<file path="config.mk">
export PLATFORM = sky130hd
export DESIGN_NAME = time_dmr_mac_top
export DESIGN_NICKNAME = d
export VERILOG_FILES = /design/src/verilog/time_dmr_pkg.sv /design/src/verilog/mac_pkg.sv /design/src/verilog/time_dmr_start.sv /design/src/verilog/mac_pipeline.sv /design/src/verilog/time_dmr_end.sv /design/src/verilog/time_dmr_cfg.sv /design/src/verilog/time_dmr_mac_top.sv
export VERILOG_INCLUDE_DIRS = /design/src /design/src/verilog
export SDC_FILE = /design/constraint.sdc
export NUM_CORES = 1
export LEC_CHECK = 0
export ABC_AREA = 1
export BUFFER_PORTS_ARGS = -buffer_cell sky130_fd_sc_hd__buf_2
export CAP_MARGIN = 20
export CORE_AREA = 2 2 133 135
export CTS_CLUSTER_SIZE = 40
export DETAILED_ROUTE_END_ITERATION = 8
export DIE_AREA = 0 0 135 137
export PLACE_DENSITY = 0.86
export SLEW_MARGIN = 0
export SYNTH_ARGS = -nofsm -noshare
export SYNTH_HDL_FRONTEND = slang
export SYNTH_HIERARCHICAL = 1
export SYNTH_SLANG_ARGS = --single-unit
</file>
<file path="constraint.sdc">
create_clock -name clk_i -period 14.1 [get_ports clk_i]
set_input_delay 1.41 -clock clk_i [delete_from_list [all_inputs] [get_ports clk_i]]
set_output_delay 1.41 -clock clk_i [all_outputs]
set_load 0.03 [all_outputs]
</file>
<file path="src/verilog/time_dmr_params.svh">
`ifndef TIME_DMR_PARAMS_SVH
`define TIME_DMR_PARAMS_SVH

//////////////////////////////////////////////////////////////////////
// Datapath widths

// Width of the tag that pairs the two copies of one item
`define TDMR_ID_W 1

// Width of each operand and of the result
`define TDMR_OP_W 16

//////////////////////////////////////////////////////////////////////
// Register block

// Fault counter width, also the register data width
`define TDMR_CNT_W 16

// Control register holds enable in bit 0 and inject arm in bit 1
`define TDMR_ADDR_CTRL 1'b0

// Saturating count of detected faults, cleared by any write
`define TDMR_ADDR_FAULTS 1'b1

`endif

</file>
<file path="src/verilog/time_dmr_voters.svh">
`ifndef TIME_DMR_VOTERS_SVH
`define TIME_DMR_VOTERS_SVH

//////////////////////////////////////////////////////////////////////
// Majority voters for triplicated state
//
// Both macros work bitwise, so any packed element type can be voted
// Expansion is a statement list for use inside always_comb

// Three replicas reduced to a single voted value
`define VOTE3TO1(rep, res) \
    res = (rep[0] & rep[1]) | (rep[0] & rep[2]) | (rep[1] & rep[2]);

// Three replicas voted and fanned back out to three copies
// Used for next state so a single upset is scrubbed on the next edge
`define VOTE3TO3(rep, res) \
    res[0] = (rep[0] & rep[1]) | (rep[0] & rep[2]) | (rep[1] & rep[2]); \
    res[1] = (rep[0] & rep[1]) | (rep[0] & rep[2]) | (rep[1] & rep[2]); \
    res[2] = (rep[0] & rep[1]) | (rep[0] & rep[2]) | (rep[1] & rep[2]);

`endif

</file>
<file path="src/verilog/time_dmr_pkg.sv">
`include "time_dmr_params.svh"

package time_dmr_pkg;

    //////////////////////////////////////////////////////////////////////
    // Redundancy control types

    // Tag shared by both copies of one item
    // Toggles per item, enough for an in-order datapath
    typedef logic [`TDMR_ID_W-1:0] tdmr_id_t;

    // Register access from software
    typedef struct packed {
        logic                   we;
        logic                   addr;
        logic [`TDMR_CNT_W-1:0] wdata;
    } reg_req_t;

    // Live configuration seen by the datapath blocks
    typedef struct packed {
        logic enable;   // Issue two copies and compare them
        logic inject;   // Flip one bit of the next second copy
    } tdmr_cfg_t;

endpackage

</file>
<file path="src/verilog/mac_pkg.sv">
`include "time_dmr_params.svh"

package mac_pkg;

    //////////////////////////////////////////////////////////////////////
    // Arithmetic payload types

    // One operand set for a*b+c
    typedef struct packed {
        logic [`TDMR_OP_W-1:0] a;
        logic [`TDMR_OP_W-1:0] b;
        logic [`TDMR_OP_W-1:0] c;
    } mac_operands_t;

    // Result keeps the low half only
    // Wraps modulo 2^TDMR_OP_W
    typedef struct packed {
        logic [`TDMR_OP_W-1:0] sum;
    } mac_result_t;

endpackage

</file>
<file path="src/verilog/time_dmr_start.sv">
`timescale 1ns/1ps

module time_dmr_start import time_dmr_pkg::*; #(
    // Item type sent twice through the shared datapath
    parameter type payload_t = logic
) (
    input  logic      clk_i,
    input  logic      rst_ni,
    input  tdmr_cfg_t cfg_i,

    // Upstream
    input  payload_t  data_i,
    input  logic      valid_i,
    output logic      ready_o,

    // Toward the shared datapath
    output payload_t  data_o,
    output tdmr_id_t  id_o,
    output logic      valid_o,
    input  logic      ready_i
);

    payload_t data_q;
    tdmr_id_t id_q;
    logic     full_q;
    // Low while copy 0 is pending, high for copy 1
    logic     copy_q;
    logic     accept;
    logic     issued;

    // Only one item is held, a new one waits until both copies left
    assign ready_o = ~full_q;
    assign accept  = valid_i & ready_o;
    assign issued  = valid_o & ready_i;

    assign data_o  = data_q;
    assign id_o    = id_q;
    assign valid_o = full_q;

    //////////////////////////////////////////////////////////////////////
    // Copy sequencing

    always_ff @(posedge clk_i or negedge rst_ni) begin : ctrl_ff
        if (!rst_ni) begin
            full_q <= 1'b0;
            copy_q <= 1'b0;
            id_q   <= '0;
        end else if (accept) begin
            // Fresh tag per item, both copies share it
            full_q <= 1'b1;
            copy_q <= 1'b0;
            id_q   <= id_q + 1'b1;
        end else if (issued) begin
            if (cfg_i.enable && !copy_q) begin
                copy_q <= 1'b1;
            end else begin
                // Second copy gone, or single pass when disabled
                full_q <= 1'b0;
                copy_q <= 1'b0;
            end
        end
    end

    // Held item
    always_ff @(posedge clk_i) begin : data_ff
        if (accept) begin
            data_q <= data_i;
        end
    end

    // Copy must not change under back-pressure
    a_hold_stable: assert property (@(posedge clk_i) disable iff (!rst_ni)
        valid_o && !ready_i |=> valid_o && $stable(data_o) && $stable(id_o));

endmodule

</file>
<file path="src/verilog/mac_pipeline.sv">
`timescale 1ns/1ps
`include "time_dmr_params.svh"

module mac_pipeline import time_dmr_pkg::*, mac_pkg::*; (
    input  logic          clk_i,
    input  logic          rst_ni,
    input  tdmr_cfg_t     cfg_i,

    // Issue side
    input  mac_operands_t op_i,
    input  tdmr_id_t      id_i,
    input  logic          valid_i,
    output logic          ready_o,

    // Result side
    output mac_result_t   res_o,
    output tdmr_id_t      id_o,
    output logic          valid_o,
    input  logic          ready_i,

    // Pulse when the armed bit flip was applied
    output logic          inject_taken_o
);

    logic [`TDMR_OP_W-1:0] s1_prod_q;
    logic [`TDMR_OP_W-1:0] s1_c_q;
    logic [`TDMR_OP_W-1:0] s2_sum_q;
    tdmr_id_t              s1_id_q;
    tdmr_id_t              s2_id_q;
    logic                  s1_valid_q;
    logic                  s2_valid_q;
    logic                  s1_en;
    logic                  s2_en;
    // Next item leaving is the second copy of its pair
    logic                  second_q;
    logic                  inject_now;

    // A stage loads when the one after it is empty or draining
    assign s2_en   = ~s2_valid_q | ready_i;
    assign s1_en   = ~s1_valid_q | s2_en;
    assign ready_o = s1_en;

    always_ff @(posedge clk_i or negedge rst_ni) begin : ctrl_ff
        if (!rst_ni) begin
            s1_valid_q <= 1'b0;
            s2_valid_q <= 1'b0;
            second_q   <= 1'b0;
        end else begin
            if (s1_en) begin
                s1_valid_q <= valid_i;
            end
            if (s2_en) begin
                s2_valid_q <= s1_valid_q;
            end
            // Pair parity only advances in redundant mode
            if (valid_o && ready_i && cfg_i.enable) begin
                second_q <= ~second_q;
            end
        end
    end

    //////////////////////////////////////////////////////////////////////
    // Arithmetic

    always_ff @(posedge clk_i) begin : data_ff
        // Stage one, low half of the product
        if (s1_en && valid_i) begin
            s1_prod_q <= op_i.a * op_i.b;
            s1_c_q    <= op_i.c;
            s1_id_q   <= id_i;
        end
        // Stage two, accumulate
        if (s2_en && s1_valid_q) begin
            s2_sum_q <= s1_prod_q + s1_c_q;
            s2_id_q  <= s1_id_q;
        end
    end

    // Fault point on result bit 0 of a second copy
    assign inject_now     = cfg_i.enable & cfg_i.inject & second_q & s2_valid_q;
    assign inject_taken_o = inject_now & ready_i;

    assign res_o.sum = s2_sum_q ^ {{(`TDMR_OP_W-1){1'b0}}, inject_now};
    assign id_o      = s2_id_q;
    assign valid_o   = s2_valid_q;

endmodule

</file>
<file path="src/verilog/time_dmr_end.sv">
`timescale 1ns/1ps
`include "time_dmr_voters.svh"

module time_dmr_end import time_dmr_pkg::*; #(
    // Item type returned by the shared datapath
    parameter type payload_t = logic
) (
    input  logic      clk_i,
    input  logic      rst_ni,
    input  tdmr_cfg_t cfg_i,

    // From the shared datapath
    input  payload_t  data_i,
    input  tdmr_id_t  id_i,
    input  logic      valid_i,
    output logic      ready_o,

    // Downstream
    output payload_t  data_o,
    output logic      valid_o,
    output logic      faulty_o,
    input  logic      ready_i,

    // One pulse per faulty result taken downstream
    output logic      fault_o
);

    localparam logic [1:0] ST_BASE        = 2'd0;
    localparam logic [1:0] ST_WAIT_READY  = 2'd1;
    localparam logic [1:0] ST_WAIT_SECOND = 2'd2;

    //////////////////////////////////////////////////////////////////////
    // Stored copy 0

    // Single data register, compared against the incoming copy 1
    payload_t        data_q;
    tdmr_id_t  [2:0] id_v;
    tdmr_id_t  [2:0] id_d;
    tdmr_id_t  [2:0] id_q;
    logic      [2:0] store_v;
    logic            store_en;
    logic            data_diff;

    assign data_diff = (data_i != data_q);

    always_ff @(posedge clk_i) begin : data_ff
        if (store_en) begin
            data_q <= data_i;
        end
    end

    //////////////////////////////////////////////////////////////////////
    // Triplicated pairing FSM

    logic [2:0][1:0] state_v;
    logic [2:0][1:0] state_d;
    logic [2:0][1:0] state_q;
    logic [2:0]      valid_v;
    logic [2:0]      ready_v;
    logic [2:0]      faulty_v;
    logic [2:0]      id_match;
    // Voted views of the current state
    logic [1:0]      state_now;
    tdmr_id_t        id_now;

    for (genvar r = 0; r < 3; r++) begin : gen_rep
        always_comb begin : rep_comb
            id_match[r] = (id_i == id_q[r]);
            state_v[r]  = state_q[r];
            store_v[r]  = 1'b0;
            valid_v[r]  = 1'b0;
            ready_v[r]  = 1'b1;
            if (!cfg_i.enable) begin
                // Single pass, no pairing
                valid_v[r] = valid_i;
                ready_v[r] = ready_i;
            end else begin
                case (state_q[r])
                    ST_BASE: begin
                        // Copy 0 absorbed silently
                        store_v[r] = valid_i;
                        if (valid_i) begin
                            state_v[r] = ST_WAIT_SECOND;
                        end
                    end
                    ST_WAIT_SECOND: begin
                        if (id_match[r]) begin
                            // Copy 1 here, present the compared result now
                            valid_v[r] = valid_i;
                            ready_v[r] = ready_i;
                            if (valid_i) begin
                                state_v[r] = ready_i ? ST_BASE : ST_WAIT_READY;
                            end
                        end else begin
                            // Stray tag restarts the pair
                            store_v[r] = valid_i;
                        end
                    end
                    ST_WAIT_READY: begin
                        // Copy 1 held upstream until downstream takes it
                        valid_v[r] = valid_i;
                        ready_v[r] = ready_i;
                        if (valid_i && ready_i) begin
                            state_v[r] = ST_BASE;
                        end
                    end
                    default: begin
                        ready_v[r] = 1'b0;
                        state_v[r] = ST_BASE;
                    end
                endcase
            end
            faulty_v[r] = valid_v[r] & cfg_i.enable & data_diff;
            id_v[r]     = store_v[r] ? id_i : id_q[r];
        end
    end

    // Vote every cycle, single upsets are scrubbed at the next edge
    always_comb begin : vote_comb
        `VOTE3TO3(state_v, state_d)
        `VOTE3TO3(id_v, id_d)
        `VOTE3TO1(store_v, store_en)
        `VOTE3TO1(valid_v, valid_o)
        `VOTE3TO1(ready_v, ready_o)
        `VOTE3TO1(faulty_v, faulty_o)
        `VOTE3TO1(state_q, state_now)
        `VOTE3TO1(id_q, id_now)
    end

    always_ff @(posedge clk_i or negedge rst_ni) begin : state_ff
        if (!rst_ni) begin
            state_q <= {3{ST_BASE}};
            id_q    <= '0;
        end else begin
            state_q <= state_d;
            id_q    <= id_d;
        end
    end

    // Result comes from the stored first copy
    assign data_o  = cfg_i.enable ? data_q : data_i;
    assign fault_o = faulty_o & valid_o & ready_i;

    // Nothing leaves while copy 0 waits for its partner
    a_quiet_wait: assert property (@(posedge clk_i) disable iff (!rst_ni)
        (state_now == ST_WAIT_SECOND) && !(valid_i && (id_i == id_now)) |-> !valid_o);

    a_faulty_valid: assert property (@(posedge clk_i) disable iff (!rst_ni)
        faulty_o |-> valid_o);

endmodule

</file>
<file path="src/verilog/time_dmr_cfg.sv">
`timescale 1ns/1ps
`include "time_dmr_params.svh"

module time_dmr_cfg import time_dmr_pkg::*; (
    input  logic                   clk_i,
    input  logic                   rst_ni,
    input  reg_req_t               reg_req_i,
    output logic [`TDMR_CNT_W-1:0] rdata_o,
    input  logic                   inject_taken_i,
    input  logic                   fault_i,
    output tdmr_cfg_t              cfg_o
);

    tdmr_cfg_t              cfg_q;
    logic [`TDMR_CNT_W-1:0] fault_cnt_q;
    logic                   ctrl_we;
    logic                   cnt_we;
    logic                   cnt_full;

    assign ctrl_we  = reg_req_i.we && (reg_req_i.addr == `TDMR_ADDR_CTRL);
    assign cnt_we   = reg_req_i.we && (reg_req_i.addr == `TDMR_ADDR_FAULTS);
    assign cnt_full = &fault_cnt_q;

    //////////////////////////////////////////////////////////////////////
    // Control and fault counter

    always_ff @(posedge clk_i or negedge rst_ni) begin : regs_ff
        if (!rst_ni) begin
            // Redundancy on out of reset
            cfg_q.enable <= 1'b1;
            cfg_q.inject <= 1'b0;
            fault_cnt_q  <= '0;
        end else begin
            // One-shot arm, dropped once the pipeline used it
            if (inject_taken_i) begin
                cfg_q.inject <= 1'b0;
            end
            if (ctrl_we) begin
                cfg_q.enable <= reg_req_i.wdata[0];
                cfg_q.inject <= reg_req_i.wdata[1];
            end
            // Sticks at all ones
            if (cnt_we) begin
                fault_cnt_q <= '0;
            end else if (fault_i && !cnt_full) begin
                fault_cnt_q <= fault_cnt_q + 1'b1;
            end
        end
    end

    // Combinational read-back
    assign rdata_o = (reg_req_i.addr == `TDMR_ADDR_CTRL) ?
                     {{(`TDMR_CNT_W-2){1'b0}}, cfg_q.inject, cfg_q.enable} : fault_cnt_q;
    assign cfg_o   = cfg_q;

endmodule

</file>
<file path="src/verilog/time_dmr_mac_top.sv">
`timescale 1ns/1ps
`include "time_dmr_params.svh"

module time_dmr_mac_top import time_dmr_pkg::*, mac_pkg::*; (
    input  logic                   clk_i,
    input  logic                   rst_ni,

    // Operand input
    input  mac_operands_t          in_data_i,
    input  logic                   in_valid_i,
    output logic                   in_ready_o,

    // Checked result
    output mac_result_t            out_data_o,
    output logic                   out_valid_o,
    output logic                   out_faulty_o,
    input  logic                   out_ready_i,

    // Register access
    input  reg_req_t               reg_req_i,
    output logic [`TDMR_CNT_W-1:0] reg_rdata_o
);

    tdmr_cfg_t     cfg;
    // Start to pipeline
    mac_operands_t issue_data;
    tdmr_id_t      issue_id;
    logic          issue_valid;
    logic          issue_ready;
    // Pipeline to end
    mac_result_t   exec_res;
    tdmr_id_t      exec_id;
    logic          exec_valid;
    logic          exec_ready;
    // Status back to the register block
    logic          inject_taken;
    logic          fault;

    time_dmr_cfg i_cfg (
        .clk_i          (clk_i),
        .rst_ni         (rst_ni),
        .reg_req_i      (reg_req_i),
        .rdata_o        (reg_rdata_o),
        .inject_taken_i (inject_taken),
        .fault_i        (fault),
        .cfg_o          (cfg)
    );

    time_dmr_start #(
        .payload_t (mac_operands_t)
    ) i_start (
        .clk_i   (clk_i),
        .rst_ni  (rst_ni),
        .cfg_i   (cfg),
        .data_i  (in_data_i),
        .valid_i (in_valid_i),
        .ready_o (in_ready_o),
        .data_o  (issue_data),
        .id_o    (issue_id),
        .valid_o (issue_valid),
        .ready_i (issue_ready)
    );

    mac_pipeline i_pipeline (
        .clk_i          (clk_i),
        .rst_ni         (rst_ni),
        .cfg_i          (cfg),
        .op_i           (issue_data),
        .id_i           (issue_id),
        .valid_i        (issue_valid),
        .ready_o        (issue_ready),
        .res_o          (exec_res),
        .id_o           (exec_id),
        .valid_o        (exec_valid),
        .ready_i        (exec_ready),
        .inject_taken_o (inject_taken)
    );

    time_dmr_end #(
        .payload_t (mac_result_t)
    ) i_end (
        .clk_i    (clk_i),
        .rst_ni   (rst_ni),
        .cfg_i    (cfg),
        .data_i   (exec_res),
        .id_i     (exec_id),
        .valid_i  (exec_valid),
        .ready_o  (exec_ready),
        .data_o   (out_data_o),
        .valid_o  (out_valid_o),
        .faulty_o (out_faulty_o),
        .ready_i  (out_ready_i),
        .fault_o  (fault)
    );

endmodule

</file>
### Yosys cells after proc, flatten, opt, wreduce, memory -nomap -nowiden

Cells that the tools add are included.

* $add $sub $neg: 3
* multipliers: 1
* div/mod/pow operators: 0
* order comparisons: 0
* equal/unequal tests: 5
* shift operators: 0
* multiplexer cells: 28
* bitwise gates (word level): 21
* reduce and logical (&&, ||, !) cells: 17

Operators by type and width (number)
* 2-to-1 mux 16 bit: 4
* adder 16 x 1 -> 16 bit (second input constant): 1
* adder 16 bit: 1
* multiplier 16 x 16 -> 16 bit: 1
* != test 16 bit: 1
* AND reduction 16 bit: 1
* XOR 16 x 1 -> 16 bit: 1
* 2-to-1 mux 1 bit: 15
* bitwise AND 1 bit: 10
* 2-to-1 mux 2 bit: 5
* logical AND 1 bit: 9
* case mux 2 bit (3 select lines): 1
* nonzero test 2 bit: 3
* NOT 1 bit: 5
* bitwise OR 2 bit: 2
* case mux 1 bit (2 select lines): 2
* case mux 1 bit (3 select lines): 1
* bitwise AND 2 bit: 1
* == test 2 x 1 -> 1 bit (second input constant): 1
* == test 2 bit (second input constant): 1
* zero test 1 bit: 2
* zero test 2 bit: 1
* != test 2 x 1 -> 1 bit (second input constant): 1
* bitwise OR 1 bit: 2
* other kinds (3): 3

* register bits: 141
* latch bits: 0
* RAM bits: 0
* bits in read-only memories: 0
* input port bits: 70
* logic and storage cells: 95
* memories kept: 0

### Depth between registers and ports, before layout

* word-level depth: 11
* gate-level depth with buffers: 27

### Cells and area by module

Netlist, hierarchy kept.

Modules (own cells, without submodules)
* mac_pipeline: instances 1, cells each 854, area an instance 6866.6 µm², seq. area each 1576.5 µm²
* time_dmr_start: instances 1, cells each 66, area an instance 1590.3 µm², seq. area each 1516.5 µm²
* time_dmr_end: instances 1, cells each 199, area an instance 1328.8 µm², seq. area each 555.5 µm²
* time_dmr_cfg: instances 1, cells each 194, area an instance 1273.7 µm², seq. area each 451.7 µm²

### Worst setup path before layout

Ideal clock, no wire load.

* kind: reg-to-reg
* start point: reg i_start.data_q, in the netlist i_start/data_o[37]
* end point: reg i_pipeline.s1_prod_q[15] (data pin)
* arrival time: 4.754 ns
* slack: 9.093 ns
* cell stages (with the launch flop): 22
* period minus slack after synthesis: 5.007 ns
* path through: edfxtp_1 clkbuf_1 nand2_1 inv_1 fa_1 inv_1 fa_1 fa_1 fa_1 inv_1 fa_1 inv_1 fa_1 inv_1 ha_1 nand2_1 nor2_1 nand3_1 nand3_1 inv_1 nand3_1 nand2_1

* word-level cells in the longest chain between the ends: 1

RTL lines
* start: declaration: line time_dmr_start.sv:23 `payload_t data_q;`
* start signal: assignment: line time_dmr_start.sv:67 `data_q <= data_i;`
* multiplier 16 x 16 -> 16 bit: line mac_pipeline.sv:68 `s1_prod_q <= op_i.a * op_i.b;`
* end signal: assignment: line mac_pipeline.sv:68
* end: declaration: line mac_pipeline.sv:25 `` logic [`TDMR_OP_W-1:0] s1_prod_q; ``

No other way between the ends.
A chain may end at the register's enable or synchronous reset.

### Worst setup path after layout

Same ends and word-level chain as after synthesis.

==> flow_summary.ini <==
[global_routing]
grt_busiest_layer = met2
grt_max_degree = 49
met3_usage_pct = 4.44
grt_pass1_vias = 8187
antenna_found_initial = 0
grtUsageMet2_pct = 45.6
met1_usage_pct = 30.3
grt_remaining_overflow = 0
grt_pass1_wl_um = 36900
gr-usage-all-layers_pct = 25.5

[drt]
routed_wl_um = 22500
vias = 8535
dr.pass1.iters = 8
drtIter0Drc = 543
routedWlPerCell_um = 13.9
final_antenna_net_count = 0
avgViaCountPerCell = 5.28
drc_errors = 0

[min_path]
hold_class = flop to flop
worstHoldStart = i_start/data_o[14]$_DFFE_PP_
holdPathEnd = i_pipeline/s1_c_q[14]$_DFFE_PP_
hold_depth = 0

[worst_setup_path]
worstSetupStartpointType = flop
rr_startpoint = i_start/data_o[37]$_DFFE_PP_
worst_path_largest_cell_delay_ps = 690
crit_buf_inv = 4
crit_type = flop to flop
ff2ff_path_depth = 18
crit_path_frequent_cell = fa_1
crit_family = adder cells
r2r-end = i_pipeline/s1_prod_q[15]$_DFFE_PP_
cp_slowest_cell = edfxtp_1
path_max_fanout = 11
worst-endpoint-required_ps = 14270
crit_chain = nand2_1, fa_1, inv_1, fa_1, inv_1, fa_1, fa_1, fa_1, fa_1, inv_1, ha_1, nand2_1, nor2_1, nand3_1, nand3_1, inv_1, nand3_1, nand2_1
worst-r2r-setup-slack_ps = 8560
critPathCaptureType = flop
arrival_ps = 5710

[die]
die_h_um = 137
die_area_um2 = 18500
floorplan.initialDensity_pct = 64.8
design.core.area_um2 = 17100
ioPinCount = 105
fp.dieW_um = 135
num_rows = 48

[clocking]
cts-root-buf = clkbuf_16
h-tree-depth = 4
tritoncts = yes
cts.clk_slew.worst_paths_ps = 60
ctsResizeCount = 0
postCtsSetupBuffers = 0
cts_hold_buf = 0
cts-buffers-inserted = 17
cts_max_path_buffers = 2
clk_latency_ps = 420
cts.sinks = 141

[sta]
slew_headroom_pct = 34.2
final-hold-violation-count = 0
worst_hold_slack_ps = 414
finClkSkew_ps = 9.07
period_minus_slack_ps = 5540
setup_tns_ps = 0
setup_viol = 0
final_max_slew_viol_count = 0
period_share_pct = 39.3
worstMarginPinSlew_ps = 986
rsz0062_at_grt = false
max_freq_ghz = 0.181

[placement]
gp_congestion = 0.887
hpwl_um = 16300
port_buffers = 90
place_area_um2 = 11500

[synth]
synthTopCellsByArea = edfxtp_1, fa_1, nand2_1, inv_1, ha_1
ys.flop_type = edfxtp_1
async_flop_share_pct = 19.1
syn_nets = 1533
syn_area_um2 = 11100
syn_avg_cell_area_um2 = 8.42
synth-seq-cells = 141
synth-edff-count = 114
ys_types = 46
netlist_instances = 1313
synth.largest_area_cell = edfxtp_1
ys_seq_area_share_pct = 37.1
yosys_warnings = 6
synth_top_area_share_pct = 31.0

[finish]
final_net_count = 1597
drive_gt1_share_pct = 10.6
fin_util_pct = 71.0
area_growth_pct = 9.47
num_antenna_cells = 0
fin_area_um2 = 12100

[status]
status = complete, no violations

[flow_run]
max_cap_violations = 0
[cells by family after synthesis]
logic type | Yosys count | share of synthesized area, %
AOI/OAI and AO/OA | 89 | 4.60
xor gates and xnor gates | 35 | 2.84
adders and majority gates | 150 | 22.5
buffers and inverters | 356 | 13.0
DFF | 141 | 37.1
muxes | 1 | 0.102
and+or+nand+nor | 541 | 19.9
[worst max-delay path by stage]
| stage | slack [ps] | cells after the start | endpoint | from |
|---|---|---|---|---|
| 2_1_floorplan | 9090 | 21 | i_pipeline/s1_prod_q[15]$_DFFE_PP_ | i_start/data_o[37]$_DFFE_PP_ |
| 3_3_place_gp | 8700 | 18 | i_pipeline/s1_prod_q[15]$_DFFE_PP_ | i_start/data_o[37]$_DFFE_PP_ |
| 3_5_place_dp | 8650 | 18 | i_pipeline/s1_prod_q[15]$_DFFE_PP_ | i_start/data_o[37]$_DFFE_PP_ |
| 4_1_cts | 8620 | 18 | i_pipeline/s1_prod_q[15]$_DFFE_PP_ | i_start/data_o[37]$_DFFE_PP_ |
| 5_1_grt | 8380 | 18 | i_pipeline/s1_prod_q[15]$_DFFE_PP_ | i_start/data_o[18]$_DFFE_PP_ |
| 6_report | 8560 | 18 | i_pipeline/s1_prod_q[15]$_DFFE_PP_ | i_start/data_o[37]$_DFFE_PP_ |
[final cells by class]
cell class / instances / area (µm²)
Clock buffer: 20 / 437
Timing Repair Buffer: 92 / 465
Clock inverter: 12 / 140
Inverter: 309 / 1160
Multi-Input combinational cell: 816 / 5520
Tap cell: 225 / 282
Sequential cell: 141 / 4100
Fill cell: 1225 / 4950
[Yosys cell counts (2+ instances only)]
cell	n
nand2_1	397
inv_1	305
edfxtp_1	114
fa_1	81
ha_1	69
nor2_1	58
nand3_1	51
o21ai_0	37
a21oi_1	32
dfrtp_1	26
xor2_1	26
buf_4	22
nand4_1	17
clkbuf_1	16
nand2_2	9
xnor2_1	8
buf_2	7
a21o_1	3
nor2_4	3
a21boi_0	2
inv_2	2
nor3_1	2
o21ai_1	2
o31ai_1	2
[placed cells by master, fill, tap and decap left out, types with 2 or more instances in the layout]
cell type / instances
buf_4: 2
nand3_1: 51
edfxtp_1: 114
inv_2: 3
a21oi_1: 32
nand2_1: 397
xnor2_1: 8
a21o_1: 3
o21ai_0: 37
nand4_1: 17
o21ai_1: 2
nand2_2: 9
a21boi_0: 2
nor2_4: 3
ha_1: 69
o31ai_1: 2
clkinv_4: 5
nor3_1: 2
dfrtp_1: 26
clkinv_2: 2
xor2_1: 26
fa_1: 81
bufinv_16: 2
clkbuf_16: 17
nor2_1: 58
clkbuf_1: 3
inv_1: 304
clkinvlp_4: 3
buf_2: 90
[routing by layer]
metal / share of wire [%] / wire length [µm] / vias to the layer above
met1: 40 / 8930 / 4041
met5: 0 / 0 / -
met2: 51 / 11500 / 296
met3: 5.2 / 1180 / 80
met4: 3.8 / 853 / 0
li1: - / - / 4118
[state kept, by name (all words and copies together), names as in the netlist, 2 cells and up, named ones only]
signal	count
i_start/data_o	48
i_cfg/fault_cnt_q	16
i_end/data_q	16
i_pipeline/s1_c_q	16
i_pipeline/s1_prod_q	16
i_pipeline/s2_sum_q	16
i_cfg/cfg_o	2
[stage by stage]
stage	std cells	setup slack [ps]
3_3_place_gp	1583	8700
2_1_floorplan	1313	9090
6_report	1615	8560
4_1_cts	1615	8620
3_5_place_dp	1583	8650
5_1_grt	1615	8380
Power is not shown: default switching activity piles up to over one toggle a cycle in this logic, so the estimate is an artifact.
